===== config.mk =====
export PLATFORM = sky130hd
export DESIGN_NAME = acq_control
export DESIGN_NICKNAME = d
export VERILOG_FILES = /design/src/design/bus_pkg.sv /design/src/design/acq_control.sv
export SDC_FILE = /design/constraint.sdc
export NUM_CORES = 1
export LEC_CHECK = 0
export ABC_AREA = 1
export BUFFER_PORTS_ARGS = -buffer_cell sky130_fd_sc_hd__buf_2
export CAP_MARGIN = 15
export CORE_MARGIN = 2
export CORE_UTILIZATION = 57
export CTS_BUF_LIST = sky130_fd_sc_hd__clkbuf_4
export CTS_CLUSTER_DIAMETER = 50
export DETAILED_ROUTE_END_ITERATION = 10
export GPL_ROUTABILITY_DRIVEN = 0
export PLACE_DENSITY_LB_ADDON = 0.12
export SLEW_MARGIN = 20
export SYNTH_ARGS = -nofsm -noshare
export SYNTH_HDL_FRONTEND = slang
export SYNTH_SLANG_ARGS = --single-unit

===== constraint.sdc =====
create_clock -name clk_i -period 1.91 [get_ports clk_i]
set_input_delay 0.382 -clock clk_i [delete_from_list [all_inputs] [get_ports clk_i]]
set_output_delay 0.382 -clock clk_i [all_outputs]
set_load 0.01 [all_outputs]

===== src/design/bus_pkg.sv =====
// ---------------------------------------------------------------------------
// Bus widths, unit map and system registers
// ---------------------------------------------------------------------------
package bus_pkg;

   localparam int ADR_W = 11;
   localparam int DAT_W = 32;

   typedef logic [ADR_W-1:0] adr_t;
   typedef logic [DAT_W-1:0] dat_t;

   // Unit number in address bits 10..8, offset below it
   localparam int UNIT_LSB = 8;
   localparam int UNIT_W   = ADR_W - UNIT_LSB;
   localparam int OFF_W    = UNIT_LSB;
   localparam logic [UNIT_W-1:0] UNIT_CORR = 3'd0;
   localparam logic [UNIT_W-1:0] UNIT_ONES = 3'd1;
   localparam logic [UNIT_W-1:0] UNIT_SYS  = 3'd7;

   // Read-port offsets seen by the accumulator units
   localparam int CORR_OFF_W  = 7;
   localparam int ONES_OFF_W  = 3;
   // Sine half starts at offset 32
   localparam int SIN_OFF_BIT = 5;

   // System registers
   localparam logic [OFF_W-1:0] REG_STATUS    = 8'd0;
   localparam logic [OFF_W-1:0] REG_COUNT_MAX = 8'd1;
   localparam int CMAX_W = 16;
   localparam logic [CMAX_W-1:0] COUNT_MAX_RST = 16'd15;

endpackage


===== src/design/acq_control.sv =====
// ---------------------------------------------------------------------------
// Acquisition control
// Activation flag, window counter and bank-swap pulse
// ---------------------------------------------------------------------------
module acq_control (
   input  logic                        clk_i,
   input  logic                        rst,
   input  logic                        enable_i,
   input  logic                        strobe_i,
   input  logic                        go_i,
   input  logic [bus_pkg::CMAX_W-1:0]  count_max_i,
   output logic                        active_o,
   output logic                        swap_o,
   output logic                        switch_o
);

   import bus_pkg::*;

   // Go cycles seen so far in this window
   logic [CMAX_W-1:0] win_cnt;
   logic              win_last;

   // Start on the first valid sample after enable, stop with enable
   always_ff @(posedge clk_i) begin
      if (rst || !enable_i) active_o <= 1'b0;
      else if (strobe_i)    active_o <= 1'b1;
   end

   // Window holds count_max + 1 samples
   // A count_max lowered mid-window ends it on the next sample
   assign win_last = (win_cnt >= count_max_i);
   assign swap_o   = go_i && win_last;

   always_ff @(posedge clk_i) begin
      if (rst)         win_cnt <= '0;
      else if (swap_o) win_cnt <= '0;
      else if (go_i)   win_cnt <= win_cnt + 1'b1;
   end

   // Visible one cycle after the banks swap
   always_ff @(posedge clk_i) begin
      if (rst) switch_o <= 1'b0;
      else     switch_o <= swap_o;
   end

endmodule


### Word-level counts from Yosys, hierarchy flattened

Index checks and enable logic that the tools add are counted.

* register bits after elaboration: 18
* bits of input ports: 21
* output and inout bits: 3
* logic and storage cells: 9

* add/subtract/negate cells: 1
* order comparisons: 1
* reductions and logical operators: 4

Operator list (count)
* $add 16x1->16 const B: 1
* $ge 16x16->1: 1
* $reduce_or 2->1: 1
* $logic_and 1x1->1: 1
* $logic_not 1->1: 1
* $logic_or 1x1->1: 1

### Longest topological paths before layout

* word-level depth: 3
* gate-level depth with buffers: 15
* depth with buffers taken out: 14

### Worst setup path before layout

OpenSTA, ideal clock, no wires.

* path type: input to output
* start point: input port count_max_i[3] in the netlist's numbering
* end point: output port swap_o
* data arrival time: 1.249 ns
* data required time: 1.528 ns
* setup slack: 0.279 ns
* stages on the path: 12
* buffers on the path: 0
* path through: inv_1 > ha_1 > nand2_1 > nor2_1 > nor2_1 > nand2_1 > nand2_1 > nand2_1 > nand2_1 > nand2_1 > nand2_2 > inv_1

* longest elaborated chain between the ends: 2

Ends and longest elaborated chain
* start: declaration: RTL line acq_control.sv:11 `input logic [bus_pkg::CMAX_W-1:0] count_max_i,`
* $ge 16x16->1: RTL line acq_control.sv:31 `assign win_last = (win_cnt >= count_max_i);`
* $logic_and 1x1->1: RTL line acq_control.sv:32 `assign swap_o = go_i && win_last;`
* end: declaration: RTL line acq_control.sv:13 `output logic swap_o,`

Every way passes these cells.

### Worst setup path after layout

* start point: register win_cnt[15]
* end point: output port swap_o

* longest elaborated chain between the ends: 2

Ends and longest elaborated chain
* start: declaration: RTL line acq_control.sv:20 `logic [CMAX_W-1:0] win_cnt;`
* start signal: assignment: RTL line acq_control.sv:37 `else if (go_i) win_cnt <= win_cnt + 1'b1;`
* $ge 16x16->1: RTL line acq_control.sv:31
* $logic_and 1x1->1: RTL line acq_control.sv:32

Every way passes these cells.

==> key figures <==
Detailed routing
  • Total Wirelength: 2.645 mm
  • Wire length per cell: 11.21 um
  • Pre-antenna DRT Iters: 5
  • DRC errors left: 0
  • Vias: 1144
  • Remaining antenna violation count: 0
  • Via density per instance: 4.847
  • Iter 0 DRT Violations: 17

Synth
  • Sequential element share of the synthesized area: 0.2829
  • Syn_nets: 208
  • Yosys Warn Count: 0
  • Yosys reg bits: 18
  • Cell Area, Synth: 1274 um^2
  • Mean Syn Cell Area: 7.492 um^2
  • Yosys cell types: 25
  • Post-synth EDFFs: 0
  • Mapped Cells: 170
  • Fraction of registers with async set/reset: 0
  • Top_reg_cell synth: dfxtp_1

Timing
  • Final min period: 2.051 ns
  • Fin worst setup slack: -0.1410 ns
  • Final setup TNS: -0.1410 ns
  • Pins Over Slew Limit: 0
  • Setup violators final: 1
  • F_max: 487.6 MHz
  • Worst hold slack: 0.2668 ns
  • Slew headroom: 0.8469
  • Final Hold Vio Count: 0
  • Unrepaired setup endpoints after global routing: true
  • Final period util: 1.074
  • Worst Tran Pin Value: 0.2294 ns
  • Final clock skew: 0.0007475 ns

Worst setup path
  • Reg2reg path depth: 15
  • CP Launch Type: flip-flop
  • Crit path largest cell delay: 0.35 ns
  • Reg2reg setup slack: 0.08 ns
  • CP max-delay cell: dfxtp_2
  • Worst r2r dst: win_cnt[12]
  • CP Buf/Inv Count: 2
  • Setup CP Type: flip-flop to output pin
  • Worst R2R Start: win_cnt[3]
  • Crit. End Element: output pin
  • Crit-path leading delay family: compound AO/OA/AOI/OAI gates
  • Data required, critical path: 1.53 ns
  • Crit-path cells: ha_1 > a21oi_2 > o21ai_0 > a21oi_1 > nand2_2 > nand2_2 > inv_2 > buf_6
  • Crit path top cell by count: nand2_2
  • Arrival time worst endpoint: 1.67 ns
  • Max FO, Critical Path: 3

Pwr
  • Sw power: 183.4 uW
  • Comb pwr share: 0.183
  • Peak VDD IR: 0.4374 mV
  • Leakage: 0.8098 nW
  • Clock group share of total power: 0.272
  • Sw frac: 0.2592
  • Total power: 707.4 uW
  • Internal power: 524.0 uW
  • Pwr dens: 420.7 nW/um^2
  • Reg power frac: 0.546

Floorplan
  • Top-level port count: 24
  • Die height: 51.27 um
  • Chip width: 51.27 um
  • Die outline area: 2629 um^2
  • Starting density of the core: 0.5871
  • Site row count: 17
  • Core area: 2170 um^2

CTS
  • CTS Buffer Depth: 2
  • TritonCTS clock tree: yes
  • Worst-path clk slew: 0.10 ns
  • Clock sinks: 18
  • CTS Root Cell: clkbuf_4
  • Clock latency on the worst-skew pair: 0.29 ns
  • CTS buffer count: 3
  • H-Tree Depth: 1

Global route
  • Initial antenna violation count: 0
  • GRT Util Overall: 0.2223
  • First-pass GRT wire length: 4.436 mm
  • Largest net degree at the start of global routing: 11
  • Overflow after GRT: 0
  • Vias in the first global route: 1133

Worst hold path
  • Hold_sp: rst
  • Hold path cells: 2
  • Worst hold path type: input port to flip-flop
  • Worst Hold End: switch_o

Status
  • Failing checks: setup timing
  • Status: finished, violations left

Layout
  • NumNets Final: 247
  • Area grow syn2layout: 32.02%
  • Final cell count without fillers: 236
  • Commonest non-fill, non-tap cells in the layout: inv_1, nand2_1, nor2_1
  • # diodes: 0
  • Share of post-route cells with drive strength above 1: 0.3654

Flow run
  • Max Cap Violations: 0

Placement
  • Placed cell count: 227
  • Count of input and output buffers: 23
  • Worst slack at placement: -0.05180 ns
  • Dpl hpwl: 1.921 mm
## cell usage after synthesis, types with 2 or more instances
cell type / count / area (um^2)
a21oi_1: 7 / 35.03
buf_6: 2 / 22.52
dfxtp_1: 18 / 360.4
ha_1: 17 / 212.7
inv_1: 29 / 108.9
nand2_1: 30 / 112.6
nand2_2: 5 / 31.28
nand3_1: 4 / 20.02
nand4_1: 2 / 12.51
nor2_1: 26 / 97.59
nor2_4: 3 / 33.78
o21ai_0: 4 / 20.02
xnor2_1: 5 / 43.79
xor2_1: 7 / 61.31
## how the worst max path moves through the flow
stage          cells after the start  slack, ns  endpoint      startpoint
5_1_grt                            8      -0.24    swap_o     win_cnt[15]
3_3_place_gp                      14     -0.006    swap_o  count_max_i[3]
4_1_cts                           13      -0.15    swap_o      win_cnt[0]
3_5_place_dp                      14      -0.05    swap_o  count_max_i[3]
6_report                           8      -0.14    swap_o     win_cnt[15]
2_1_floorplan                     12       0.28    swap_o  count_max_i[3]
## layout make-up
| cell class | instances | area [um^2] |
|---|---|---|
| tap | 28 | 35.03 |
| inverter | 29 | 108.9 |
| clock inverter | 1 | 3.754 |
| timing repair buffer | 36 | 244.0 |
| multi-input combinational | 121 | 897.1 |
| clock buffer | 3 | 22.52 |
| fill | 170 | 488.0 |
| sequential | 18 | 370.4 |
## metrics by stage
| step | cell area, um^2 | utilization |
|---|---|---|
| 2_1_floorplan | 1274 | - |
| 3_3_place_gp | 1486 | 0.6851 |
| 3_5_place_dp | 1486 | 0.6851 |
| 4_1_cts | 1595 | 0.7353 |
| 5_1_grt | 1682 | 0.7751 |
| 6_report | 1682 | 0.7751 |
## per-layer routing
metal | wire [um] | global-route usage | vias up
met4 | 17 | 0.07895 | 0
met1 | 1177 | 0.2509 | 511
met3 | 90 | 0.02632 | 2
met5 | 0 | 0 | -
li1 | - | - | 607
met2 | 1360 | 0.4242 | 24
## registers in the layout (all words and copies together) (netlist names)
signal,count
active_o,1
win_cnt,16
switch_o,1
## power by group through the flow
| stage | sequential (mW) | clock, mW | combinational [mW] |
|---|---|---|---|
| 2_1_floorplan | 0.395 | 0 | 0.0586 |
| 3_3_place_gp | 0.393 | 0 | 0.0962 |
| 3_5_place_dp | 0.393 | 0 | 0.102 |
| 4_1_cts | 0.386 | 0.199 | 0.116 |
| 5_1_grt | 0.386 | 0.213 | 0.145 |
| 6_report | 0.386 | 0.192 | 0.129 |
## logic make-up (layout without fill, tap and decap cells)
logic type	count (synthesis)	in the layout	share of synthesized area
and+or+nand+nor	78	78	0.3035
buffers and inverters	31	69	0.1031
DFF	18	18	0.2829
adders and majority gates	17	17	0.1670
AOI/OAI and AO/OA	13	13	0.05304
xor gates and xnor gates	12	12	0.08251
muxes	1	1	0.007859
## what timing repair did
action	4_1_cts	5_1_grt
resized for setup	12	15
pin swaps	5	9
hold buffers	0	0
setup buffers	4	1
endpoints found under the setup margin	1	17
Power figures use the tool's default switching activity.
