===== src/design/corr_pkg.sv =====
// ---------------------------------------------------------------------------
// Correlator array geometry and accumulator types
// ---------------------------------------------------------------------------
package corr_pkg;

   // Array size
   localparam int N_ANT   = 8;
   localparam int N_PAIRS = N_ANT * (N_ANT - 1) / 2;

   // Counter width, enough for the longest window without overflow
   localparam int COUNT_W = 24;

   // One accumulator count
   typedef logic [COUNT_W-1:0] count_t;

   // One sample, one bit per antenna
   typedef logic [N_ANT-1:0] ant_t;

   // Index of an unordered antenna pair
   typedef logic [4:0] pair_idx_t;

   // Pair number of (a, b) with a < b, in row order
   // (0,1) -> 0, (0,7) -> 6, (1,2) -> 7, ...
   function automatic pair_idx_t pair_idx(input int a, input int b);
      int row_base;
      row_base = a * N_ANT - (a * (a + 1)) / 2;
      return pair_idx_t'(row_base + (b - a - 1));
   endfunction

endpackage


===== src/design/quad_delay.sv =====
// ---------------------------------------------------------------------------
// Quadrature stage
// The previous accepted sample stands in for the Hilbert transform
// ---------------------------------------------------------------------------
module quad_delay (
   input  logic            clk_i,
   input  logic            rst,
   input  logic            active_i,
   input  logic            strobe_i,
   input  corr_pkg::ant_t  antenna_i,
   output logic            go_o,
   output corr_pkg::ant_t  re_o,
   output corr_pkg::ant_t  im_o
);

   // Sample accepted this cycle
   logic take;

   assign take = active_i && strobe_i;

   // Valid flag lines up with the registered re/im pair
   always_ff @(posedge clk_i) begin
      if (rst) go_o <= 1'b0;
      else     go_o <= take;
   end

   // re holds the newest sample, im the one before it
   // Both start at zero so the first im is zero
   always_ff @(posedge clk_i) begin
      if (rst) begin
         re_o <= '0;
         im_o <= '0;
      end else if (take) begin
         re_o <= antenna_i;
         im_o <= re_o;
      end
   end

endmodule


===== config.mk =====
export PLATFORM = sky130hd
export DESIGN_NAME = quad_delay
export DESIGN_NICKNAME = d
export VERILOG_FILES = /design/src/design/corr_pkg.sv /design/src/design/quad_delay.sv
export SDC_FILE = /design/constraint.sdc
export NUM_CORES = 1
export LEC_CHECK = 0
export ABC_AREA = 0
export BUFFER_PORTS_ARGS = -buffer_cell sky130_fd_sc_hd__buf_4
export CELL_PAD_IN_SITES_DETAIL_PLACEMENT = 1
export CELL_PAD_IN_SITES_GLOBAL_PLACEMENT = 1
export CORE_MARGIN = 2
export CORE_UTILIZATION = 36
export DETAILED_ROUTE_END_ITERATION = 10
export PLACE_DENSITY_LB_ADDON = 0.3
export SYNTH_ARGS = -nofsm -noshare
export SYNTH_HDL_FRONTEND = slang
export SYNTH_SLANG_ARGS = --single-unit

===== constraint.sdc =====
create_clock -name clk_i -period 2.6 [get_ports clk_i]
set_clock_uncertainty 0.2 [all_clocks]
set_input_delay 0.26 -clock clk_i [delete_from_list [all_inputs] [get_ports clk_i]]
set_output_delay 0.26 -clock clk_i [all_outputs]
set_load 0.05 [all_outputs]

Word level (Yosys, flattened, before mapping)
Cells that the tools add are included.
- reduce and logical (&&, ||, !) cells: 1
- operator list (operator ; count):
    $logic_and 1x1->1 ; 1
- register bits after elaboration: 17
- bits of input ports: 12
- output and inout bits: 17
- word-level logic and storage cells: 4

Logic depth before layout (Yosys ltp)
Gate-level depths: netlist of the first run.
- depth in word-level cells: 1
- mapped depth: 4
- mapped depth without buffers: 2

Worst setup path after synthesis of the first run
No wires, ideal clock.
- kind: reg-to-reg
- start point: register re_o[5]
- end point: register im_o[5]
- setup time: 72 ps
- arrival: 854 ps
- data required time: 2328 ps
- slack: 1474 ps
- cell stages (with the launch flop): 3
- buffers on the path: 0
- clock period less this slack: 1126 ps
- path through: dfxtp_1 > nand2b_1 > mux2i_1
- RTL lines (element ; line ; source):
    start: declaration ; quad_delay.sv:12 ; output corr_pkg::ant_t re_o,
    start signal: assignment ; quad_delay.sv:34 ; re_o <= antenna_i;
    end signal: assignment ; quad_delay.sv:35 ; im_o <= re_o;
    end: declaration ; quad_delay.sv:13 ; output corr_pkg::ant_t im_o

Worst setup path after layout of the first run
- start point: register re_o[1]
- end point: output re_o[1]
No word-level cell between the ends.

==> results of run 1 <==
-- report_power, final --
group / internal (W) / switching, W / total [W]
Combinational: 0.0000347 / 0.0000538 / 0.0000885
Sequential: 0.000269 / 0.00000432 / 0.000273
Clock: 0.0000594 / 0.0000744 / 0.000134
-- cells by family (layout without fill, tap and decap cells) --
logic type      count (synthesis)  count (layout)  share of synthesized area, %
simple gates                   27              27                          27.5
buf+inv                         5              32                          5.47
flops                          17              17                          49.5
compound gates                  8               8                          5.83
mux                             8               8                          11.7
-- worst reg2reg max path, cell delays in order (launching register included) --
cell and delay (ps):
dfxtp_1 340, nand2b_1 80, mux2i_1 140
-- through the flow --
step                      total power, W  instances  utilization [%]  setup slack [ps]  hold slack [ps]
after global routing            0.000521        117             52.0              1270             43.1
after detailed placement        0.000369        113             50.5              1490              273
after floorplan                 0.000340         65                -              1470              227
final                           0.000496        117             52.0              1310             42.4
after global placement          0.000367        113             50.5              1510              264
after CTS                       0.000504        117             52.0              1290             35.5
-- flip-flops by register name, indices dropped and copies added (netlist names) --
register	count
im_o	8
go_o	1
re_o	8
-- metal layers --
layer | global-route usage (%) | routed length, um
met5 | 0 | 0
met4 | 4.86 | 12
met3 | 3.40 | 95
met2 | 22.1 | 683
met1 | 20.4 | 616
-- synthesized netlist by cell type --
master	n
buf_6	2
o21ai_1	8
and2_4	1
nand2_2	1
dfxtp_1	17
clkbuf_1	2
mux2i_1	8
nand2b_1	16
nor2_1	1
nand4b_1	8
buf_4	1
-- area by class of cell --
class | instances | area share (%)
tap | 25 | 3.41
sequential | 17 | 37.1
timing repair buffer | 28 | 22.9
clock buffer | 4 | 2.86
multi-input combinational | 43 | 33.7
-- how the worst min path moves through the flow --
stage	startpoint	endpoint	slack, ps
after global routing	antenna_i[6]	re_o[6]	40
after detailed placement	im_o[6]	im_o[6]	270
after CTS	antenna_i[5]	re_o[5]	40
after floorplan	antenna_i[0]	re_o[0]	230
after global placement	im_o[5]	im_o[5]	260
final	antenna_i[5]	re_o[5]	40
-- placed cells by master, fill, tap and decap left out, drive strengths merged --
cell    synthesis  routed
and2            1       1
buf             3      28
clkbuf          2       4
dfxtp          17      17
mux2i           8       8
nand2           1       1
nand2b         16      16
nand4b          8       8
nor2            1       1
o21ai           8       8
==> run metrics, run 1 <==
status=finished, final reports clean; origin of the critical flop-to-flop path=re_o[7]; Worst setup SP type=flip-flop; Final Setup Violations=0; syn_nets=77; pwr dens=540 nW/um2; largest net degree at the start of global routing=26; Syn Area/Cell=10.6 um2; Critical Path RT=2140 ps; Synth Register Bits=17; Yosys warnings=0; slowest cell on the critical path=dfxtp_1; TritonCTS clock tree=built; maximum clock rate=0.776 GHz; first-pass iteration count of the detailed router=4; CTS H-Tree Depth=1; Max Slew Vio Count=0; Post-DRT Antenna Nets=0; Detailed Place HPWL=1040 um; Synth area leader=dfxtp_1; Total GRT Usage=14.6%; Vias=556; routed len/inst=12.0 um; delay-heaviest family, CP=flip-flops; Filler Cell Count=222; post-CTS sizing=0; Congestion Overflow GR=0; Clk pin slew, worst setup/hold paths=90 ps; vias in the first global route=532; Netlist cell types=11; post-synth top area share=49.5%; worst path bufs/invs=1; Max Buffers Root-to-Sink=2; # diodes=0; die height=47.7 um; clk sinks=17; max_slew headroom=85.3%; Post-Synthesis Cell Area=687 um2; slowest stage delay, CP=350 ps; Post-CTS Setup Inserts=0; number of I/O port buffers=28; Layout area overhead=33.5%; Crit. End Element=output port; final hold vios=0; worst reg-to-reg path cell count=2; Worst Setup SP=re_o[1]; IO Pins=29; maxcap violations=0; register area=340 um2; worst vdd ir=0.000274 V; Hold-fix buffers, CTS=0; TritonCTS buffer count=3; fin crit share=49.6%; RSZ-0062 raised after global routing=no; share of layout cells above drive strength 1=35.9%; worst skew pair latency=270 ps; Setup TNS=0 ps; CP Depth=1; Critical Path AT=830 ps; Rows=15; Pleak=0.406 nW; sequential element share of the synthesized area=49.5%; dpl cell area=891 um2; ranking of synthesized cells by area=dfxtp_1 50%, nand2b_1 15%, mux2i_1 12%; Tightest Pin Transition=219 ps; multi-input logic area=309 um2; core area=1760 um2; CP max FO=2; critical path, cell by cell=buf_4; Avg Vias per Cell=4.75; Root Driver=clkbuf_4; DR iter-0 viols=8; Worst Hold Path Cells=3; Worst Hold Class=in -> reg; R2R Setup Slk=1760 ps; Die X=47.7 um; Initial Util=38.9%; CP Capture Point=re_o[1]; reg-to-reg endpoint=im_o[7]; post-synthesis cell count=65; initial antenna violation count=0; die area=2270 um2; CP Class=reg -> out; final instance area=917 um2; minimum clock period=1290 ps; Residual DRC=0; Final nets=105; RD Place Congestion=0.629; final wirelength=1410 um; first-pass GRT wire length=2300 um
No activity file was read; power rests on OpenSTA's default activity.
==> inputs of run 2 (changes only) <==
--- a/config.mk
+++ b/config.mk
@@ -5,12 +5,12 @@
 export SDC_FILE = /design/constraint.sdc
 export NUM_CORES = 1
 export LEC_CHECK = 0
-export ABC_AREA = 0
+export ABC_AREA = 1
 export BUFFER_PORTS_ARGS = -buffer_cell sky130_fd_sc_hd__buf_4
 export CELL_PAD_IN_SITES_DETAIL_PLACEMENT = 1
 export CELL_PAD_IN_SITES_GLOBAL_PLACEMENT = 1
 export CORE_MARGIN = 2
-export CORE_UTILIZATION = 36
+export CORE_UTILIZATION = 27
 export DETAILED_ROUTE_END_ITERATION = 10
 export PLACE_DENSITY_LB_ADDON = 0.3
 export SYNTH_ARGS = -nofsm -noshare
==> constraint.sdc (replaced) <==
create_clock -name clk_i -period 1.1 [get_ports clk_i]
set_clock_uncertainty 0.2 [all_clocks]
set_input_delay 0.11 -clock clk_i [delete_from_list [all_inputs] [get_ports clk_i]]
set_output_delay 0.11 -clock clk_i [all_outputs]
set_load 0.05 [all_outputs]
==> run 2 against run 1 <==
Compared with the run above:
- the run now ends with negative hold slack, negative setup slack left
- clock power rose to 2.6 times the previous value
- non-clock buffer count increased by 23
- die area increased by 31%
- cell count grew 58%
- setup slack got worse by 1300 ps
- critical path type unchanged
- largest cell class is now non-clock buffers
==> run metrics, run 2 <==
status=complete, but fails checks; failing checks=negative hold slack, negative setup slack; Residual DRC=0; Crit. End Element=output port; minimum clock period=1130 ps; Async SR Flop Fraction=0%; Detailed Place HPWL=1150 um; Post-DRT Antenna Nets=0; adder-cell area share of the yosys netlist=0%; Pleak=0.697 nW; post-synth top area share=49.4%; largest family of logic cells by synthesized area=simple AND/OR/NAND/NOR gates; Die X=54.5 um; Final nets=168; Synth area leader=dfxtp_1; Syn Area/Cell=6.63 um2; maxcap violations=0; Final Setup Violations=13; critical path, cell by cell=buf_8; delay-heaviest family, CP=flip-flops; slowest cell on the critical path=dfxtp_2; most frequent cells in the layout=33 x nor2_1, 32 x nand2_1, 23 x buf_4; IO Pins=29; Synth Register Bits=17; Worst Hold Class=in -> reg; TritonCTS buffer count=3; initial antenna violation count=0; RSZ-0062 raised after global routing=yes; # diodes=0; routed len/inst=11.5 um; Root Driver=clkbuf_4; maximum clock rate=0.882 GHz; Post-Synthesis Cell Area=689 um2; mux share of post-synthesis cell area=0%; vias in the first global route=699; R2R Setup Slk=30 ps; die area=2970 um2; final wirelength=2120 um; clk sinks=17; Synth Area in Compound Gates=0%; Post-synth EDFFs=0; Rows=18; Post-Layout Cell Count=185; largest net degree at the start of global routing=34; Hold-fix buffers, CTS=9; Setup WS post-layout=-34.1 ps; Congestion Overflow GR=0; DR iter-0 viols=2; post-synthesis cell count=104; first-pass iteration count of the detailed router=3; worst vdd ir=0.000825 V; share of layout cells above drive strength 1=41.9%; Post-synth top flop=dfxtp_1; Post-Synth XOR/XNOR Area=0%; Max Buffers Root-to-Sink=2; pwr dens=1180 nW/um2; WHS=-29.0 ps; die height=54.5 um; Clk pin slew, worst setup/hold paths=110 ps; Placed Cells=159; Yosys warnings=0; commonest non-fill, non-tap cell in the layout=nor2_1; Setup TNS=-143 ps; Total GRT Usage=14.4%; ranking of synthesized cells by area=dfxtp_1 49%, nor2_1 18%, nand2_1 17%; fin crit share=103%; Initial Util=28.1%; Max Slew Vio Count=0; Tightest Pin Transition=273 ps; max_slew headroom=81.7%; Synth Area in Simple Gates=36.3%; Critical Path AT=820 ps; Netlist cell types=9; RD Place Congestion=0.671; slowest stage delay, CP=380 ps; final hold vios=15; Critical Path RT=790 ps; TritonCTS clock tree=built; CP max FO=3; Largest regs=im_o x8, re_o x8, go_o x1; worst path bufs/invs=1; worst skew pair latency=290 ps; sequential element share of the synthesized area=49.4%; count leader, synth=nor2_1; number of I/O port buffers=28; Layout area overhead=88.9%; Avg Vias per Cell=4.11; Synth top cells by count=33 x nor2_1, 32 x nand2_1, 17 x dfxtp_1, 16 x inv_1, 2 x buf_6; core area=2450 um2; first-pass GRT wire length=2990 um; Worst setup SP type=flip-flop; Vias=761; CP Class=reg -> out; syn_nets=116; CTS H-Tree Depth=1
## run 2: repair_timing
| item | in CTS | in global routing |
|---|---|---|
| setup endpoints to repair | 17 | 18 |
| setup buffers | 7 | 5 |
| cloned | 0 | 1 |
| gates resized for setup | 29 | 6 |
| endpoints found under the hold margin | 17 | 9 |
| pin swaps | 0 | 0 |
## run 2: path summary, 6_finish.rpt
check | depth (start not counted) | to | start
setup / recovery | 1 | re_o[5] | re_o[5]
hold / removal | 4 | re_o[3] | rst
setup reg to reg | 6 | re_o[1] | re_o[1]
hold reg to reg | 4 | im_o[0] | im_o[0]
## run 2: cell type report
cell class	instances	area, um2
repair buffers	51	559
multi-input cells	66	250
well taps	30	37.5
flip-flops and latches	17	364
clock buffers	3	22.5
clock inverters	1	5.00
fillers	324	1150
inverters	17	63.8
## run 2: tightest hold or removal path: stages
cell and delay (ps):
buf_4 90, inv_2 110, nand2_1 100, nor2_1 30
## run 2: cell families after synthesis
kind of cell  Yosys count
simple gates           66
flops                  17
buf+inv                21
## run 2: power by group
part	internal, W	switching [W]
Combinational	0.000228	0.000259
Clock	0.000135	0.000211
Sequential	0.000663	0.0000354
## run 2: stage by stage
stage | hold WS [ps] | worst slack (ps) | power (W) | util, % | cell area [um2]
2_1_floorplan | -17.6 | 127 | 0.000940 | - | 709
6_report | -29.0 | -34.1 | 0.00153 | 53.1 | 1300
3_3_place_gp | 97.8 | 162 | 0.00104 | 38.4 | 942
5_1_grt | -8.58 | -61.7 | 0.00161 | 53.1 | 1300
4_1_cts | -26.7 | -44.1 | 0.00150 | 49.6 | 1220
3_5_place_dp | 91.2 | 129 | 0.00105 | 38.4 | 942
## run 2: layer usage
layer  wire length, um  track usage [%]
met1               812             15.5
met2              1220             26.5
met3                74             2.73
met4                11             7.50
met5                 0                0
