**src/design/corr_pkg.sv**
```systemverilog
// ---------------------------------------------------------------------------
// Correlator array geometry and accumulator types
// ---------------------------------------------------------------------------
package corr_pkg;

   // Array size
   localparam int N_ANT   = 8;
   localparam int N_PAIRS = N_ANT * (N_ANT - 1) / 2;

   // Counter width, enough for the longest window without overflow
   localparam int COUNT_W = 24;

   // One accumulator count
   typedef logic [COUNT_W-1:0] count_t;

   // One sample, one bit per antenna
   typedef logic [N_ANT-1:0] ant_t;

   // Index of an unordered antenna pair
   typedef logic [4:0] pair_idx_t;

   // Pair number of (a, b) with a < b, in row order
   // (0,1) -> 0, (0,7) -> 6, (1,2) -> 7, ...
   function automatic pair_idx_t pair_idx(input int a, input int b);
      int row_base;
      row_base = a * N_ANT - (a * (a + 1)) / 2;
      return pair_idx_t'(row_base + (b - a - 1));
   endfunction

endpackage

```
**src/design/bus_pkg.sv**
```systemverilog
// ---------------------------------------------------------------------------
// Bus widths, unit map and system registers
// ---------------------------------------------------------------------------
package bus_pkg;

   localparam int ADR_W = 11;
   localparam int DAT_W = 32;

   typedef logic [ADR_W-1:0] adr_t;
   typedef logic [DAT_W-1:0] dat_t;

   // Unit number in address bits 10..8, offset below it
   localparam int UNIT_LSB = 8;
   localparam int UNIT_W   = ADR_W - UNIT_LSB;
   localparam int OFF_W    = UNIT_LSB;
   localparam logic [UNIT_W-1:0] UNIT_CORR = 3'd0;
   localparam logic [UNIT_W-1:0] UNIT_ONES = 3'd1;
   localparam logic [UNIT_W-1:0] UNIT_SYS  = 3'd7;

   // Read-port offsets seen by the accumulator units
   localparam int CORR_OFF_W  = 7;
   localparam int ONES_OFF_W  = 3;
   // Sine half starts at offset 32
   localparam int SIN_OFF_BIT = 5;

   // System registers
   localparam logic [OFF_W-1:0] REG_STATUS    = 8'd0;
   localparam logic [OFF_W-1:0] REG_COUNT_MAX = 8'd1;
   localparam int CMAX_W = 16;
   localparam logic [CMAX_W-1:0] COUNT_MAX_RST = 16'd15;

endpackage

```
**src/design/ones_count.sv**
```systemverilog
// ---------------------------------------------------------------------------
// Ones counter per antenna
// Used downstream for mean estimation, same bank swap as the correlator
// ---------------------------------------------------------------------------
module ones_count (
   input  logic                            clk_i,
   input  logic                            rst,
   input  logic                            go_i,
   input  logic                            swap_i,
   input  corr_pkg::ant_t                  re_i,
   input  logic [bus_pkg::ONES_OFF_W-1:0]  rd_off_i,
   output corr_pkg::count_t                rd_dat_o
);

   import corr_pkg::*;

   count_t ones_live [N_ANT];
   count_t ones_bank [N_ANT];

   for (genvar k = 0; k < N_ANT; k++) begin : g_ant
      count_t ones_next;

      // Add one for each high bit on a go cycle
      assign ones_next = ones_live[k] + count_t'(go_i && re_i[k]);

      always_ff @(posedge clk_i) begin
         if (rst) begin
            ones_live[k] <= '0;
            ones_bank[k] <= '0;
         end else if (swap_i) begin
            ones_bank[k] <= ones_next;
            ones_live[k] <= '0;
         end else begin
            ones_live[k] <= ones_next;
         end
      end
   end

   // Every 3-bit offset maps to an antenna
   assign rd_dat_o = ones_bank[rd_off_i];

endmodule

```
**config.mk**
```make
export PLATFORM = sky130hd
export DESIGN_NAME = ones_count
export DESIGN_NICKNAME = d
export VERILOG_FILES = /design/src/design/corr_pkg.sv /design/src/design/bus_pkg.sv /design/src/design/ones_count.sv
export SDC_FILE = /design/constraint.sdc
export NUM_CORES = 1
export LEC_CHECK = 0
export BUFFER_PORTS_ARGS = -buffer_cell sky130_fd_sc_hd__buf_4
export CAP_MARGIN = 20
export CORE_MARGIN = 2
export CORE_UTILIZATION = 45
export CTS_BUF_LIST = sky130_fd_sc_hd__clkbuf_4 sky130_fd_sc_hd__clkbuf_8 sky130_fd_sc_hd__clkbuf_16
export DETAILED_ROUTE_END_ITERATION = 10
export PLACE_DENSITY_LB_ADDON = 0.05
export SYNTH_ARGS = -nofsm -noshare
export SYNTH_HDL_FRONTEND = slang
export SYNTH_SLANG_ARGS = --single-unit
```
**constraint.sdc**
```tcl
create_clock -name clk_i -period 8.3 [get_ports clk_i]
set_clock_uncertainty 0.2 [all_clocks]
set_input_delay 0.83 -clock clk_i [delete_from_list [all_inputs] [get_ports clk_i]]
set_output_delay 0.83 -clock clk_i [all_outputs]
set_load 0.01 [all_outputs]
```
; Word-level counts from Yosys, hierarchy flattened
; Memories as Yosys holds them, arrays and structs flattened.
; Cells that the tools add are included.
; Widths: inputs -> output; s select.
[word_totals]
ff_bits = 0
ramBits = 384
inputBits = 15
out_inout_bits = 24
wordCells = 74
mem_count = 2
[mem_list]
columns = memory, depth, width, read_ports, rd_ports_with_merged_regs, wr, line
row1 = ones_bank, 8, 24, 1, 0, 8, ones_count.sv:18  ; count_t ones_bank [N_ANT];
row2 = ones_live, 8, 24, 8, 0, 8, ones_count.sv:17  ; count_t ones_live [N_ANT];
[classes]
add_sub_neg = 8
muxes = 32
n_bitwise = 24
n_reduce_logical = 8
[op_table]
columns = op, count
row1 = $mux 24, 24
row2 = $add 24x1->24, 8
row3 = $or 1x1->1, 24
row4 = $logic_and 1x1->1, 8
row5 = $mux 1, 8

; Depth between registers and ports, before layout
; Gate-level depths: netlist of run 1.
[depth]
ltp_word = 5
ltp_mapped = 8

; Worst setup path before layout of run 1
; Ideal clock, no wire load.
[synth_timing]
path_type = input to register
from = input port swap_i
to = memory ones_bank[0][0] (netlist bit), enable pin
setup_time_ps = 631
arrival_time_ps = 6697
t_required_ps = 7469
setup_slack_ps = 771
cell_stages = 4
path_buffers = 2
path_cell_list = nor2_1 -> inv_2 -> clkbuf_1 -> clkbuf_1
[synth_lines]
columns = element, line
row1 = start: declaration, ones_count.sv:9  ; input logic swap_i,
row2 = end: declaration, ones_count.sv:18

; Worst setup path after layout of run 1
[layout_timing]
from = input port rd_off_i[0] (netlist bit)
to = output port rd_dat_o[9]
[layout_between]
elab_chain_len = 1
[layout_lines]
columns = element, line
row1 = start: declaration, ones_count.sv:11  ; input logic [bus_pkg::ONES_OFF_W-1:0] rd_off_i,
row2 = $mem_v2 8x24, --
row3 = end: declaration, ones_count.sv:12  ; output corr_pkg::count_t rd_dat_o
; No other way between the ends.

==> results.ini, run 1 <==
[final_layout]
final_nets=1749
n_antenna_cell=0
final_area_um2=21780
syn_to_final_growth_pct=15.50
drive_gt1_share_pct=11.96
nFillCells=3658

[timing]
rsz0062_at_grt=false
slew_violations=0
worst_pin_slew_ps=920.3
fin_crit_ps=3514
setup_tns_ps=0
min_period_over_period_pct=42.34
hold_violations=0
slew_headroom_pct=38.65
max_clock_freq_ghz=0.2846
setup_violations=0
timing.hold.ws_ps=446.0
worst_slack_ps=4786

[detailed_routing]
dr.max_layer_used=met4
met2_length_mm=20.16
ant_nets=0
route.met3.wl_mm=2.396
dr.pass1.iters=5
drt-total-wl_mm=43.92
drt-initial-drc-count=1199
viasPerCell=5.466
wl_per_cell_um=19.26
drc=0
met1_length_mm=20.33
via_count=12460

[die]
core-area_um2=41110
pin_count=39
die-area_um2=43560
start_util_pct=45.87
die_y_um=208.7
fp-row-count=74
fp.dieW_um=208.7

[pwr]
leakagePower_nw=7.702
vdd_drop_max_mv=0.1406
power_density_nw_per_um2=210.2

[logic_synthesis]
synth_cell_types=44
ys_ff_latch=384
synth_top_area_share_pct=61.15
synthCells=1505
synth-async-reset-ratio_pct=0
syn_area_per_cell_um2=12.53
synth_simple_gate_area_share_pct=17.44
synth_area_leaders=edfxtp_1 (61%), mux4_2 (5.7%), nor2_1 (4.4%)
synthAdderAreaFrac_pct=1.261
synth_top_family_by_area=simple AND/OR/NAND/NOR gates
synth.most_common_cell=edfxtp_1
synth_top_flop_cell=edfxtp_1
synth-warning-count=0
synth_area_leader_cell=edfxtp_1
synth_compound_area_share_pct=5.368
seq_area_frac_synth_pct=61.15
synth-edff-count=384
synth_commonest_cells=edfxtp_1 (384), nor2_1 (220), a21oi_1 (126)
synth_mux_area_share_pct=8.015
netlist_area_um2=18860
synth-xor-area-share_pct=4.830

[clock_network]
clock_latency_ps=560
cts-buffers-inserted=44
h-tree-depth=2
cts-root-buf=clkbuf_16
cts_tree=yes
clk_pin_slew_worst_paths_ps=60
cts.sinks=384
cts_setup_buffers=0
cts_resized=0
cts_buffer_depth=3
hold_buffers=0

[setup_path]
crit_type=in -> out
crit_arrival_ps=2480
path_max_fanout=39
crit_path_end_kind=output port
required_ps=7270
startpoint_type=input pin

[global_routing]
antenna_found_initial=1
grt.total_usage_pct=20.47
grt_max_degree=184
grt_pass1_vias=12010
grt_pass1_wl_mm=68.39
grt.overflow.total=0

[placement]
place_area_um2=20320
dpl_worst_slack_ps=4492
io_buffers=38
place.gp.congestion=0.7942
place_hpwl_mm=30.16

[outcome]
status=finished, final reports clean

[hold_path]
hold_class=reg -> reg

[flow_run]
cap_violations=0

## layout make-up
cell class / instances / area, um^2 / share of cell area, %
inverter: 22 / 90.09 / 0.4136
timing repair buffer: 45 / 370.4 / 1.700
multi-input combinational: 1218 / 7695 / 35.33
sequential: 384 / 11530 / 52.94
clock inverter: 22 / 212.7 / 0.9766
clock buffer: 57 / 1216 / 5.584
tap: 532 / 665.6 / 3.056
## cell families (layout without fill, tap and decap cells)
| kind of cell | after synthesis | in the layout |
|---|---|---|
| other | 1 | 192 |
| flip-flops | 384 | 384 |
| AND/OR/NAND/NOR | 624 | 624 |
| buffers and inverters | 94 | 146 |
| adder cells (fa/ha/maj) | 19 | 19 |
| AO/OA/AOI/OAI | 191 | 191 |
| XOR/XNOR | 104 | 104 |
| multiplexers | 88 | 88 |
## placed cells by master, fill, tap and decap left out, types with 3 or more instances in the layout
cell,netlist,routed
clkbuf_4,0,12
a21oi_1,126,126
xnor2_1,47,47
nand2_1,79,79
inv_1,21,21
clkbuf_16,0,45
or3_1,25,25
or3b_2,5,5
or4_1,31,31
and2_1,48,48
buf_4,0,43
edfxtp_1,384,384
nand2b_1,7,6
nand3b_1,3,3
nand4bb_1,3,3
clkinv_2,0,6
o21ai_0,43,43
mux2i_1,16,16
and4_1,30,30
bufinv_16,0,4
nor3_1,14,14
nor4_1,14,14
nand4b_1,4,4
xor2_1,57,57
mux2_2,24,24
and3_1,15,15
conb_1,1,192
nand4_1,59,59
clkinv_1,0,8
o31ai_1,21,21
ha_1,19,19
nand3_1,51,51
mux4_2,48,48
nor2_1,220,219
## per-stage QoR
step / instances / power, W / utilization (%)
final: 2280 / 0.004578 / 52.98
after global placement: 2200 / 0.002672 / 49.44
after floorplan: 1696 / 0.002558 / -
after CTS: 2279 / 0.004632 / 52.92
after global routing: 2280 / 0.004744 / 52.98
after detailed placement: 2200 / 0.002678 / 49.44
## critical path, cell delays in order
cell and delay (ps):
buf_4 240, buf_16 310, mux4_2 550, mux2_2 330, buf_4 160
## where the power goes
part	internal (W)	total, W	leakage, nW	switching [W]
clock network	0.00116	0.00194	0.712	0.000783
logic	0.000121	0.000293	2.89	0.000172
registers	0.00226	0.00234	4.10	0.0000846
total	0.00354	0.00458	7.70	0.00104
## state kept, by name, summed over array words and instances (netlist names)
signal and cells:
ones_bank 192, ones_live 192
## routing by layer
metal / track usage (%) / up-vias
met4: 5.788 / 0
met3: 3.712 / 59
met2: 31.97 / 333
li1: - / 5959
met5: 0 / -
met1: 29.47 / 6112
## final timing paths
path / startpoint / to / slack, ps / depth (start not counted)
max: rd_off_i[0] / rd_dat_o[9] / 4790 / 5
min: ones_live[0][94] / ones_bank[3][22] / 450 / 2
max reg2reg: ones_live[0][72] / ones_live[0][94] / 5390 / 6
min reg2reg: ones_live[0][94] / ones_bank[3][22] / 450 / 2
(Power assumes the default switching activity.)
==> run 2: changes to the inputs <==
- clock period: 8.3 -> 3.2 ns (I/O delays scaled with it)
==> results.ini, run 2 (synthesis gave the netlist of run 1 again) <==
[outcome]
status=finished, final reports clean

[clock_network]
cts-root-buf=clkbuf_16
cts.sinks=384
clock_latency_ps=560
cts_setup_buffers=0
cts_resized=0
cts_tree=yes
cts-buffers-inserted=44
h-tree-depth=2
cts_buffer_depth=3
clk_pin_slew_worst_paths_ps=60
hold_buffers=0

[timing]
setup_tns_ps=0
fin_crit_ps=2631
hold_violations=0
slew_headroom_pct=51.68
setup_violations=0
max_clock_freq_ghz=0.3800
slew_violations=0
worst_pin_slew_ps=721.5
min_period_over_period_pct=82.23
rsz0062_at_grt=false

[die]
core-area_um2=41110
fp.dieW_um=208.7
die_y_um=208.7
fp-row-count=74
die-area_um2=43560
pin_count=39
start_util_pct=45.87

[pwr]
seq_power_share_pct=53.2
switchingPower_w=0.002611
power_density_nw_per_um2=520.6
comb_power_share_pct=7.0
vdd_drop_max_mv=0.3366
power_w=0.01138
p_sw_share_pct=22.95
p_int_w=0.008767
leakagePower_nw=7.759
pwr-share-clk_pct=39.8

[setup_path]
crit_type=reg -> reg
required_ps=3400
path_max_fanout=9
crit_path_end_kind=flop
crit_arrival_ps=2830
startpoint_type=flop

[detailed_routing]
drt-total-wl_mm=43.42
dr.pass1.iters=6
drt-initial-drc-count=962
viasPerCell=5.423
wl_per_cell_um=18.89
ant_nets=0
drc=0
via_count=12460

[hold_path]
hold_class=in -> reg

[global_routing]
grt.total_usage_pct=20.19
grt_pass1_wl_mm=67.57
grt_max_degree=75
grt.overflow.total=0
grt_pass1_vias=12010
antenna_found_initial=0

[final_layout]
final_nets=1774
nFillCells=3685
layout_common_cells=edfxtp_1 (384), nor2_1 (219), conb_1 (192)
largestRegisters=ones_bank (192), ones_live (192)
n_antenna_cell=0
final_common_cell=edfxtp_1
drive_gt1_share_pct=12.40
syn_to_final_growth_pct=15.88

[placement]
io_buffers=38
place.gp.congestion=0.8181
place_hpwl_mm=30.56

[flow_run]
cap_violations=0

run 2: path summary, 6_finish.rpt:
kind / startpoint / endpoint / slack [ps] / depth (start not counted)
worst min register to register: ones_live[1][36] / ones_live[1][36] / 450 / 2
worst max-delay path: ones_live[0][48] / ones_live[0][70] / 570 / 6
worst min-delay path: rst / ones_live[1][23] / 80 / 3
worst max register to register: ones_live[0][48] / ones_live[0][70] / 570 / 6
run 2: worst max-delay path, stage by stage (launching register included):
cell and delay [ps]:
edfxtp_1 320, ha_1 220, ha_1 220, nand3_2 100, or4_1 680, or4_4 580, a21oi_1 160
run 2: routing by layer:
layer  vias up  share of wire [%]  routed length, um  GRT usage, %
li1       6012                  -                  -             -
met1      6093                 47              20540         30.08
met2       294                 45              19640         30.72
met3        62                5.4               2332         3.021
met4         0                2.1                896         5.936
met5         -                  0                  0             0
run 2: final cells by class:
class                      count  area (um^2)  area share (%)
clock buffer                  51         1171           5.359
clock inverter                21        87.58          0.4008
inverter                      22        90.09          0.4122
multi-input combinational   1218         7695           35.21
sequential                   384        11530           52.77
tap                          532        665.6           3.046
timing repair buffer          70        613.1           2.805
run 2: metrics by stage:
stage | instance area, um^2 | cells | util [%] | worst slack [ps] | hold slack, ps
final | 21850 | 2298 | 53.16 | 568.7 | 78.11
after global routing | 21850 | 2298 | 53.16 | 390.7 | 68.63
after CTS | 21850 | 2298 | 53.16 | 550.4 | 46.40
after detailed placement | 20590 | 2226 | 50.10 | 306.7 | 436.4
after global placement | 20590 | 2226 | 50.10 | 335.8 | 420.0
after floorplan | 19580 | 1696 | - | 253.3 | 385.8
run 2: power groups by stage:
| stage | registers [W] | clock network (W) | logic, W |
|---|---|---|---|
| 2_1_floorplan | 0.00608 | 0 | 0.000537 |
| 3_3_place_gp | 0.00615 | 0 | 0.000802 |
| 3_5_place_dp | 0.00616 | 0 | 0.000809 |
| 4_1_cts | 0.00605 | 0.00466 | 0.000813 |
| 5_1_grt | 0.00608 | 0.00485 | 0.000889 |
| 6_report | 0.00605 | 0.00453 | 0.000802 |
