==> src/design/corr_pkg.sv <==
// ---------------------------------------------------------------------------
// Correlator array geometry and accumulator types
// ---------------------------------------------------------------------------
package corr_pkg;

   // Array size
   localparam int N_ANT   = 8;
   localparam int N_PAIRS = N_ANT * (N_ANT - 1) / 2;

   // Counter width, enough for the longest window without overflow
   localparam int COUNT_W = 24;

   // One accumulator count
   typedef logic [COUNT_W-1:0] count_t;

   // One sample, one bit per antenna
   typedef logic [N_ANT-1:0] ant_t;

   // Index of an unordered antenna pair
   typedef logic [4:0] pair_idx_t;

   // Pair number of (a, b) with a < b, in row order
   // (0,1) -> 0, (0,7) -> 6, (1,2) -> 7, ...
   function automatic pair_idx_t pair_idx(input int a, input int b);
      int row_base;
      row_base = a * N_ANT - (a * (a + 1)) / 2;
      return pair_idx_t'(row_base + (b - a - 1));
   endfunction

endpackage

==> src/design/bus_pkg.sv <==
// ---------------------------------------------------------------------------
// Bus widths, unit map and system registers
// ---------------------------------------------------------------------------
package bus_pkg;

   localparam int ADR_W = 11;
   localparam int DAT_W = 32;

   typedef logic [ADR_W-1:0] adr_t;
   typedef logic [DAT_W-1:0] dat_t;

   // Unit number in address bits 10..8, offset below it
   localparam int UNIT_LSB = 8;
   localparam int UNIT_W   = ADR_W - UNIT_LSB;
   localparam int OFF_W    = UNIT_LSB;
   localparam logic [UNIT_W-1:0] UNIT_CORR = 3'd0;
   localparam logic [UNIT_W-1:0] UNIT_ONES = 3'd1;
   localparam logic [UNIT_W-1:0] UNIT_SYS  = 3'd7;

   // Read-port offsets seen by the accumulator units
   localparam int CORR_OFF_W  = 7;
   localparam int ONES_OFF_W  = 3;
   // Sine half starts at offset 32
   localparam int SIN_OFF_BIT = 5;

   // System registers
   localparam logic [OFF_W-1:0] REG_STATUS    = 8'd0;
   localparam logic [OFF_W-1:0] REG_COUNT_MAX = 8'd1;
   localparam int CMAX_W = 16;
   localparam logic [CMAX_W-1:0] COUNT_MAX_RST = 16'd15;

endpackage

==> src/design/bus_decode.sv <==
// ---------------------------------------------------------------------------
// Bus decode
// Unit select, acknowledge, read-data latch and system registers
// ---------------------------------------------------------------------------
module bus_decode (
   input  logic                            clk_i,
   input  logic                            rst,
   input  logic                            cyc_i,
   input  logic                            stb_i,
   input  logic                            we_i,
   input  logic                            bst_i,
   input  bus_pkg::adr_t                   adr_i,
   input  bus_pkg::dat_t                   dat_i,
   input  corr_pkg::count_t                corr_dat_i,
   input  corr_pkg::count_t                ones_dat_i,
   input  logic                            active_i,
   input  logic                            swap_i,
   output logic                            ack_o,
   output bus_pkg::dat_t                   dat_o,
   output logic [bus_pkg::CORR_OFF_W-1:0]  corr_off_o,
   output logic [bus_pkg::ONES_OFF_W-1:0]  ones_off_o,
   output logic [bus_pkg::CMAX_W-1:0]      count_max_o
);

   import bus_pkg::*;

   logic              req;
   logic              take;
   logic [UNIT_W-1:0] unit;
   logic [OFF_W-1:0]  off;
   logic              sys_sel;
   logic              unread_data;
   dat_t              rd_word;

   // ------------------------------------------------------------------------
   // Address split and handshake
   // ------------------------------------------------------------------------
   assign req  = cyc_i && stb_i;
   // One ack per request, or one per cycle during a burst
   assign take = req && (!ack_o || bst_i);

   assign unit       = adr_i[ADR_W-1:UNIT_LSB];
   assign off        = adr_i[OFF_W-1:0];
   assign sys_sel    = (unit == UNIT_SYS);
   assign corr_off_o = off[CORR_OFF_W-1:0];
   assign ones_off_o = off[ONES_OFF_W-1:0];

   always_ff @(posedge clk_i) begin
      if (rst) ack_o <= 1'b0;
      else     ack_o <= take;
   end

   // ------------------------------------------------------------------------
   // Read mux, unmapped space reads as zero
   // ------------------------------------------------------------------------
   always_comb begin
      rd_word = '0;
      case (unit)
         UNIT_CORR:
            if (!off[OFF_W-1]) rd_word = dat_t'(corr_dat_i);
         UNIT_ONES:
            if (off[OFF_W-1:ONES_OFF_W] == '0) rd_word = dat_t'(ones_dat_i);
         UNIT_SYS:
            if (off == REG_STATUS)
               rd_word = dat_t'({unread_data, active_i});
            else if (off == REG_COUNT_MAX)
               rd_word = dat_t'(count_max_o);
         default:
            rd_word = '0;
      endcase
   end

   // Latched in the edge that raises ack
   always_ff @(posedge clk_i) begin
      if (take && !we_i) dat_o <= rd_word;
   end

   // ------------------------------------------------------------------------
   // System registers
   // ------------------------------------------------------------------------
   always_ff @(posedge clk_i) begin
      if (rst)
         count_max_o <= COUNT_MAX_RST;
      else if (take && we_i && sys_sel && (off == REG_COUNT_MAX))
         count_max_o <= dat_i[CMAX_W-1:0];
   end

   // New window wins over a status read in the same cycle
   always_ff @(posedge clk_i) begin
      if (rst)
         unread_data <= 1'b0;
      else if (swap_i)
         unread_data <= 1'b1;
      else if (take && !we_i && sys_sel && (off == REG_STATUS))
         unread_data <= 1'b0;
   end

endmodule

==> config.mk <==
export PLATFORM = sky130hd
export DESIGN_NAME = bus_decode
export DESIGN_NICKNAME = d
export VERILOG_FILES = /design/src/design/corr_pkg.sv /design/src/design/bus_pkg.sv /design/src/design/bus_decode.sv
export SDC_FILE = /design/constraint.sdc
export NUM_CORES = 1
export LEC_CHECK = 0
export BUFFER_PORTS_ARGS = -buffer_cell sky130_fd_sc_hd__clkbuf_2
export CAP_MARGIN = 20
export CORE_ASPECT_RATIO = 1.1
export CORE_MARGIN = 1
export CORE_UTILIZATION = 40
export DETAILED_ROUTE_END_ITERATION = 8
export PLACE_DENSITY = 0.86
export SLEW_MARGIN = 15
export SYNTH_ARGS = -nofsm -noshare
export SYNTH_HDL_FRONTEND = slang
export SYNTH_SLANG_ARGS = --single-unit
export TNS_END_PERCENT = 30
==> constraint.sdc <==
create_clock -name clk_i -period 3.7 [get_ports clk_i]
set_clock_uncertainty 0.1 [all_clocks]
set_input_delay 0.37 -clock clk_i [delete_from_list [all_inputs] [get_ports clk_i]]
set_output_delay 0.37 -clock clk_i [all_outputs]
set_load 0.01 [all_outputs]
# After elaboration in Yosys (flattened, before gate mapping)
# Index checks and enable logic that the tools add are counted.
# word_totals
ff_bits	50
in_bits	99
output_inout_bits	59
# op_classes
n_eq_ne	3
muxes	7
n_reduce_logical	15
# op_table
op	count
32-bit one-hot mux with 3 select lines	1
24-bit two-way mux	2
16-bit two-way mux	2
8-bit by 1-bit == test with 1-bit output, second input constant	1
1-bit logical AND	8
8-bit zero test	1
5-bit zero test	1
3-bit by 1-bit == test with 1-bit output, second input constant	1
3-bit == test, second input constant	1
3-bit zero test	1
1-bit zero test	2
1-bit two-way mux	2
2-bit nonzero test	1
1-bit logical OR	1

# Depth between registers and ports, before layout
# Gate-level depths: netlist of the first run.
# logic_depth
word_depth	8
depth_mapped	6

# Least setup slack after synthesis of the first run
# Ideal clock, no wire load.
# synth_path
path_type	register -> register
startpoint	reg ack_o
endpoint	reg dat_o[0], enable pin
t_arrival_ns	1.589
slack_ns	1.605
stages_incl_launch_ff	4
path_buffers	0
path_cell_list	dfxtp_1 inv_1 o211ai_1 nor2_1
# synth_between
elab_chain_cells	4
# synth_rtl
item	line_no	text
start, declared	bus_decode.sv:18	output logic ack_o,
start signal, assigned	bus_decode.sv:50	else ack_o <= take;
1-bit zero test	bus_decode.sv:40	assign take = req && (!ack_o || bst_i);
1-bit logical OR	bus_decode.sv:40	
1-bit logical AND	bus_decode.sv:40	
1-bit logical AND	bus_decode.sv:75	if (take && !we_i) dat_o <= rd_word;
end signal, assigned	bus_decode.sv:75	
end, declared	bus_decode.sv:19	output bus_pkg::dat_t dat_o,
# Every way passes these cells.
# A chain may end at the register's enable or synchronous reset.

# Worst setup path after layout of the first run
# layout_path
startpoint	in adr_i[3]
endpoint	reg dat_o[13] (data pin)
# layout_between
elab_chain_cells	4
elab_cells_between_ends	7
cone_classes	eq/ne (1); mux (4); reduce/logical (2)
# layout_rtl
item	line_no	text
start, declared	bus_decode.sv:12	input bus_pkg::adr_t adr_i,
8-bit by 1-bit == test with 1-bit output	bus_decode.sv:66	else if (off == REG_COUNT_MAX)
16-bit two-way mux	bus_decode.sv:66	
16-bit two-way mux	bus_decode.sv:64	if (off == REG_STATUS)
32-bit one-hot mux with 3 select lines *	bus_decode.sv:58	case (unit)
via rd_word[13]	bus_decode.sv:33	dat_t rd_word;
# The timed path passes the listed nets; every way through them passes the cells marked *.

==> qor.csv, run 1 <==
stage,metric,value,unit
status,status,"finished, final reports clean",
clock_tree,hold_buf cts,0,
final_layout,Layout Cells excl Fill,356,
die,I/O Pins,158,
timing,max-slew violation count,0,
clock_tree,clk buf depth,2,
routing,drt drc,0,
power_and_ir_drop,clock network power share,0.361,
timing,FMAX,534,MHz
timing,"Hold Vio Cnt, Final",0,
die,die area,5380,um2
final_layout,fin area,2730,um2
worst_setup_path,Worst path slowest cell,and3_1,
clock_tree,CTS buffer count,5,
logic_synthesis,yosys warns,0,
power_and_ir_drop,Comb pwr share,0.111,
logic_synthesis,top_reg_cell synth,edfxtp_1,
logic_synthesis,post-synthesis cell count,180,
place,Post-DP HPWL,4.11,mm
clock_tree,worst skew pair latency,0.29,ns
logic_synthesis,Async SR Flop Fraction,0,
timing,Tcrit/Tclk final,0.506,
logic_synthesis,post-synth top area share,0.354,
final_layout,"commonest non-fill, non-tap cell in the layout",clkbuf_2,
power_and_ir_drop,Int Pwr,0.748,mW
place,number of port buffers,133,
place,RePlAce Congestion,0.813,
logic_synthesis,mean post-synth cell area,11.3,um2
timing,Worst slew margin,0.414,
logic_synthesis,sequential share of the synthesized area,0.531,
power_and_ir_drop,Sw Pwr,0.211,mW
timing,Worst-Margin Slew,0.879,ns
global_routing,GR Overflow Total,0,
worst_setup_path,Worst EP arrival,1.94,ns
run,total of max-cap violations,0,
final_layout,Syn-to-layout area delta,34.1,%
routing,Pre-antenna DRT Iters,4,
routing,Vias,1861,
global_routing,vias in the first global route,1756,
power_and_ir_drop,leak pwr,1.33,nW
worst_setup_path,Worst Setup Path Type,input pin to flip-flop,
worst_setup_path,kind of end point of the critical path,flip-flop,
clock_tree,H-tree depth,2,
die,core area,4780,um2
place,Inst Count DP,347,
logic_synthesis,#FFs+latches synth,42,
clock_tree,CTS tree,yes,
routing,Routed Antenna Nets,0,
die,chip width,70.0,um
worst_setup_path,CP startpoint kind,input pin,
die,Initial Utilization,0.426,
timing,setup TNS,0,ns
logic_synthesis,"EDFF count, synth",24,
final_layout,most frequent cells in the layout,"clkbuf_2, edfxtp_1, a22o_1",
logic_synthesis,Synth area leader,edfxtp_1,
final_layout,fraction of layout cells with a size suffix above 1,0.497,
worst_hold_path,hold crit path type,input pin to flip-flop,
place,cell area after placement,2610,um2
power_and_ir_drop,sw frac,0.220,
final_layout,# nets final,398,
logic_synthesis,area of the mapped netlist,2040,um2
routing,routed vias/inst,5.23,
global_routing,global-route usage over all layers,0.204,
clock_tree,CTS-repair resized insts,0,
clock_tree,CTS Sinks,42,
timing,final worst slack,1.83,ns
logic_synthesis,ranking of synthesized cells by area,"edfxtp_1, dfxtp_1, a22o_1",
die,die height,76.8,um
routing,drt wl/cell,15.3,um
logic_synthesis,Yosys cell types,30,
global_routing,first-pass GRT wire length,8.60,mm
final_layout,diode count,0,
worst_setup_path,Crit Path Max Fanout,19,
worst_setup_path,CP Cell Sequence,"clkbuf_2, nor4_4, and3_1, and2_4, a21o_1",
place,Place WS,1.53,ns
timing,# setup viols final,0,
clock_tree,postcts setup bufs,0,
die,# rows,26,
global_routing,largest net degree at the start of global routing,26,
clock_tree,Clock Root Buffer,clkbuf_8,
worst_setup_path,Critical Path RT,3.77,ns
timing,RSZ-0062 raised after global routing,no,
global_routing,initial antenna violation count,0,
worst_setup_path,Worst path max stage delay,0.62,ns
routing,final wirelength,5.43,mm
power_and_ir_drop,VDD IR max,0.153,mV
power_and_ir_drop,Pwr Density,351,nW/um2
clock_tree,clk slew on worst S/H paths,0.09,ns
routing,DR iter-0 viols,167,
power_and_ir_drop,Reg power frac,0.528,
timing,minimum clock period,1.87,ns
registers in the layout, indices dropped and copies added (netlist names):
register	count
dat_o	24
unread_data	1
count_max_o	16
ack_o	1
cells in the mapped netlist (all sizes together) (3+ instances only):
| library cell | number |
|---|---|
| buf | 28 |
| edfxtp | 24 |
| a22o | 22 |
| dfxtp | 18 |
| a21o | 14 |
| o21ai | 14 |
| nand3 | 13 |
| a21oi | 12 |
| and3 | 6 |
| nor2 | 5 |
| a211o | 4 |
| clkbuf | 3 |
cell type report:
type	instances	area [um2]
flip-flops and latches	42	1080
multi-input cells	113	772
clock buffers	8	111
well taps	56	70.1
inverters	1	3.75
fillers	434	2050
repair buffers	136	692
kinds of logic (layout without fill, tap and decap cells):
group	after synthesis	after routing	share of synthesized area
flops	42	42	0.531
buf+inv	32	145	0.108
simple gates	31	31	0.0959
mux	2	2	0.00983
other cells	1	8	0.00184
compound gates	72	72	0.253
power by group through the flow:
| stage | combinational (mW) | sequential [mW] | clock, mW |
|---|---|---|---|
| CTS | 0.107 | 0.506 | 0.356 |
| global route | 0.116 | 0.507 | 0.373 |
| detailed placement | 0.106 | 0.517 | 0 |
| floorplan | 0.0436 | 0.523 | 0 |
| global placement | 0.104 | 0.516 | 0 |
| finish | 0.106 | 0.506 | 0.346 |
final timing paths:
| check | from | endpoint | slack (ns) | cells past startpoint |
|---|---|---|---|---|
| worst min-delay path | dat_i[15] | count_max_o[15] | 0.21 | 3 |
| worst max-delay path | adr_i[3] | dat_o[13] | 1.83 | 5 |
| worst max register to register | ack_o | count_max_o[8] | 2.08 | 4 |
| worst min register to register | count_max_o[1] | count_max_o[1] | 0.40 | 1 |
layer usage:
layer  global-route usage  vias to the layer above  part of all wire
li1                     -                      905                 -
met1                0.250                      854              0.42
met2                0.349                       94              0.50
met3               0.0434                        8             0.063
met4               0.0760                        0             0.019
met5                    0                        -                 0
metrics by stage:
stage	total power, mW	hold slack, ns	utilization
2_1_floorplan	0.567	0.376	-
3_3_place_gp	0.620	0.375	0.545
3_5_place_dp	0.623	0.386	0.545
4_1_cts	0.969	0.202	0.569
5_1_grt	0.996	0.207	0.571
6_report	0.959	0.210	0.571
critical path: cells and delay by family:
kind / cells / cell delay, ns
AOI/OAI and AO/OA: 1 / 0.17
and+or+nand+nor: 3 / 1.28
buffers and inverters: 1 / 0.10
Power figures use the tool's default switching activity.
==> run 2, diff against run 1 <==
clock period = 1.75 ns   (was 3.7 ns; I/O delays follow)
==> run 2 against run 1 <==
Against the previous run: critical path depth decreased by 1; total power is 100% higher; routed wire length fell by 1.6%; sequential power grew 110%; hold slack worse by 0.20 ns; die area did not move; critical path type is now flip-flop to flip-flop; global-route usage fell by 0.54 points; clock-buffer cell count down 2; via count is 0.59% higher; combinational power rose by 120%; clock power increased by 86%; final cell count is 1.1% higher.
==> qor.csv, run 2 (synthesis results as in run 1) <==
stage,metric,value,unit,change
die,die height,76.8,um,unchanged
clock_tree,postcts setup bufs,0,,unchanged
routing,Pre-antenna DRT Iters,4,,unchanged
global_routing,first-pass GRT wire length,8.59,mm,about the same
global_routing,vias in the first global route,1824,,+3.9%
worst_hold_path,hold crit path type,input pin to flip-flop,,
final_layout,FF/Latch Area,1080,um2,unchanged
routing,routed vias/inst,5.20,,-0.53%
global_routing,M2 GR Usage,0.362,,+0.0125
power_and_ir_drop,Comb pwr share,0.119,,+0.008
worst_setup_path,Worst EP arrival,1.47,ns,-0.47 ns
power_and_ir_drop,Pwr Density,700,nW/um2,+99%
worst_setup_path,FF-to-FF setup slack,0.35,ns,-1.73 ns
final_layout,fraction of layout cells with a size suffix above 1,0.507,,+0.00991
power_and_ir_drop,VDD IR max,0.471,mV,+210%
worst_setup_path,worst reg2reg path startpoint,ack_o,,
final_layout,# nets final,402,,+1.0%
place,Inst Count DP,352,,+1.4%
worst_setup_path,Crit Path Max Fanout,6,,-13
die,# rows,26,,unchanged
worst_setup_path,CP Capture Point,count_max_o[0],,
power_and_ir_drop,leak pwr,1.35,nW,+1.7%
worst_setup_path,Critical Path RT,1.82,ns,-1.95 ns
clock_tree,Clock Root Buffer,clkbuf_8,,
worst_setup_path,Worst setup startpoint,ack_o,,
timing,RSZ-0062 raised after global routing,no,,
power_and_ir_drop,Reg power frac,0.551,,+0.023
routing,Vias,1872,,+0.59%
timing,minimum clock period,1.40,ns,
power_and_ir_drop,sw frac,0.229,,+0.00973
timing,Tcrit/Tclk final,0.798,,
status,status,"finished, final reports clean",,
routing,drt drc,0,,unchanged
routing,final wirelength,5.35,mm,-1.6%
run,total of max-cap violations,0,,unchanged
power_and_ir_drop,Pwr Total,1.94,mW,+100%
clock_tree,H-tree depth,2,,unchanged
place,Post-DP HPWL,4.16,mm,+1.2%
clock_tree,clk buf depth,2,,unchanged
clock_tree,clk slew on worst S/H paths,0.09,ns,about the same
worst_setup_path,Worst Setup Path Type,flip-flop to flip-flop,,
clock_tree,CTS tree,yes,,
worst_setup_path,R2R depth,4,,unchanged
clock_tree,worst skew pair latency,0.29,ns,about the same
final_layout,multi-input combinational cell area,772,um2,unchanged
worst_setup_path,kind of end point of the critical path,flip-flop,,
final_layout,max reg flops,24,,unchanged
global_routing,busiest grt layer,met2,,
clock_tree,CTS Sinks,42,,unchanged
final_layout,number of fill cells,412,,-5.1%
place,RePlAce Congestion,0.805,,-0.92%
power_and_ir_drop,Sw Pwr,0.446,mW,+110%
timing,setup TNS,0,ns,unchanged
worst_setup_path,CP startpoint kind,flip-flop,,
final_layout,Largest regs,"dat_o: 24 flops, count_max_o: 16 flops",,
power_and_ir_drop,Int Pwr,1.50,mW,+100%
routing,Routed Antenna Nets,0,,unchanged
timing,max-slew violation count,0,,unchanged
final_layout,Layout Cells excl Fill,360,,+1.1%
global_routing,initial antenna violation count,0,,unchanged
global_routing,global-route usage over all layers,0.198,,-0.00535
global_routing,GR Overflow Total,0,,unchanged
routing,DR iter-0 viols,111,,-34%
timing,# setup viols final,0,,unchanged
die,chip width,70.0,um,unchanged
routing,drt wl/cell,14.9,um,-2.7%
global_routing,met3 Use GR,0.0420,,-0.00131
worst_setup_path,worst reg2reg path endpoint,count_max_o[0],,
global_routing,grt met1 use,0.237,,-0.0130
timing,FMAX,716,MHz,
final_layout,Syn-to-layout area delta,36.4,%,
final_layout,register bank with the most flops,dat_o,,
die,core area,4780,um2,unchanged
clock_tree,CTS buffer count,5,,unchanged
final_layout,"commonest non-fill, non-tap cell in the layout",clkbuf_2,,
place,number of port buffers,133,,unchanged
global_routing,largest net degree at the start of global routing,26,,unchanged
clock_tree,hold_buf cts,0,,unchanged
die,Initial Utilization,0.426,,unchanged
final_layout,diode count,0,,unchanged
clock_tree,CTS-repair resized insts,0,,unchanged
die,I/O Pins,158,,unchanged
final_layout,most frequent cells in the layout,"clkbuf_2, edfxtp_1, a22o_1",,
power_and_ir_drop,clock network power share,0.330,,-0.031
timing,"Hold Vio Cnt, Final",0,,unchanged
die,die area,5380,um2,unchanged
==> run 2: cell count changes in the layout (fill, tap and decap cells not counted), sizes merged <==
| cell | before | now |
|---|---|---|
| inv | 1 | 2 |
| clkinv | 0 | 1 |
| clkbuf | 141 | 139 |
| buf | 3 | 7 |
==> run 2: power groups by stage <==
stage	Sequential [mW]	Clock [mW]	Combinational (mW)
after global routing	1.07	0.704	0.249
after global placement	1.09	0	0.224
after detailed placement	1.09	0	0.230
final	1.07	0.642	0.230
after floorplan	1.11	0	0.0926
after CTS	1.07	0.655	0.232
==> run 2: critical path: stages (launching register included) <==
cell and delay (ns):
dfxtp_1 0.34, inv_1 0.07, o2111a_2 0.31, and3_1 0.20
a211o_1 0.26
==> run 2: area by class of cell <==
type	instances	share of cell area
Timing Repair Buffer	140	0.272
Sequential cell	42	0.389
Inverter	1	0.00135
Clock buffer	6	0.0297
Tap cell	56	0.0252
Clock inverter	2	0.00406
Multi-Input combinational cell	113	0.278
==> run 2: how the worst min path moves through the flow <==
stage | cells past startpoint | from | end
2_1_floorplan | 2 | dat_i[10] | count_max_o[10]
3_3_place_gp | 3 | dat_i[7] | count_max_o[7]
3_5_place_dp | 3 | dat_i[7] | count_max_o[7]
4_1_cts | 3 | dat_i[9] | count_max_o[9]
5_1_grt | 3 | dat_i[9] | count_max_o[9]
6_report | 3 | dat_i[9] | count_max_o[9]
==> run 2: layer usage <==
metal  up-vias  wire (um)
met5         -          0
li1        910          -
met2        74       2860
met4         0         44
met3         4        260
met1       884       2190
==> run 2: metrics by stage <==
step / hold slack [ns] / setup WS, ns / instance area [um2] / util
global route: 0.0113 / 0.298 / 2780 / 0.581
finish: 0.0147 / 0.353 / 2780 / 0.581
global placement: 0.317 / 0.133 / 2680 / 0.561
CTS: 0.0105 / 0.348 / 2780 / 0.581
floorplan: 0.227 / 0.0497 / 2060 / -
detailed placement: 0.322 / 0.0884 / 2680 / 0.561
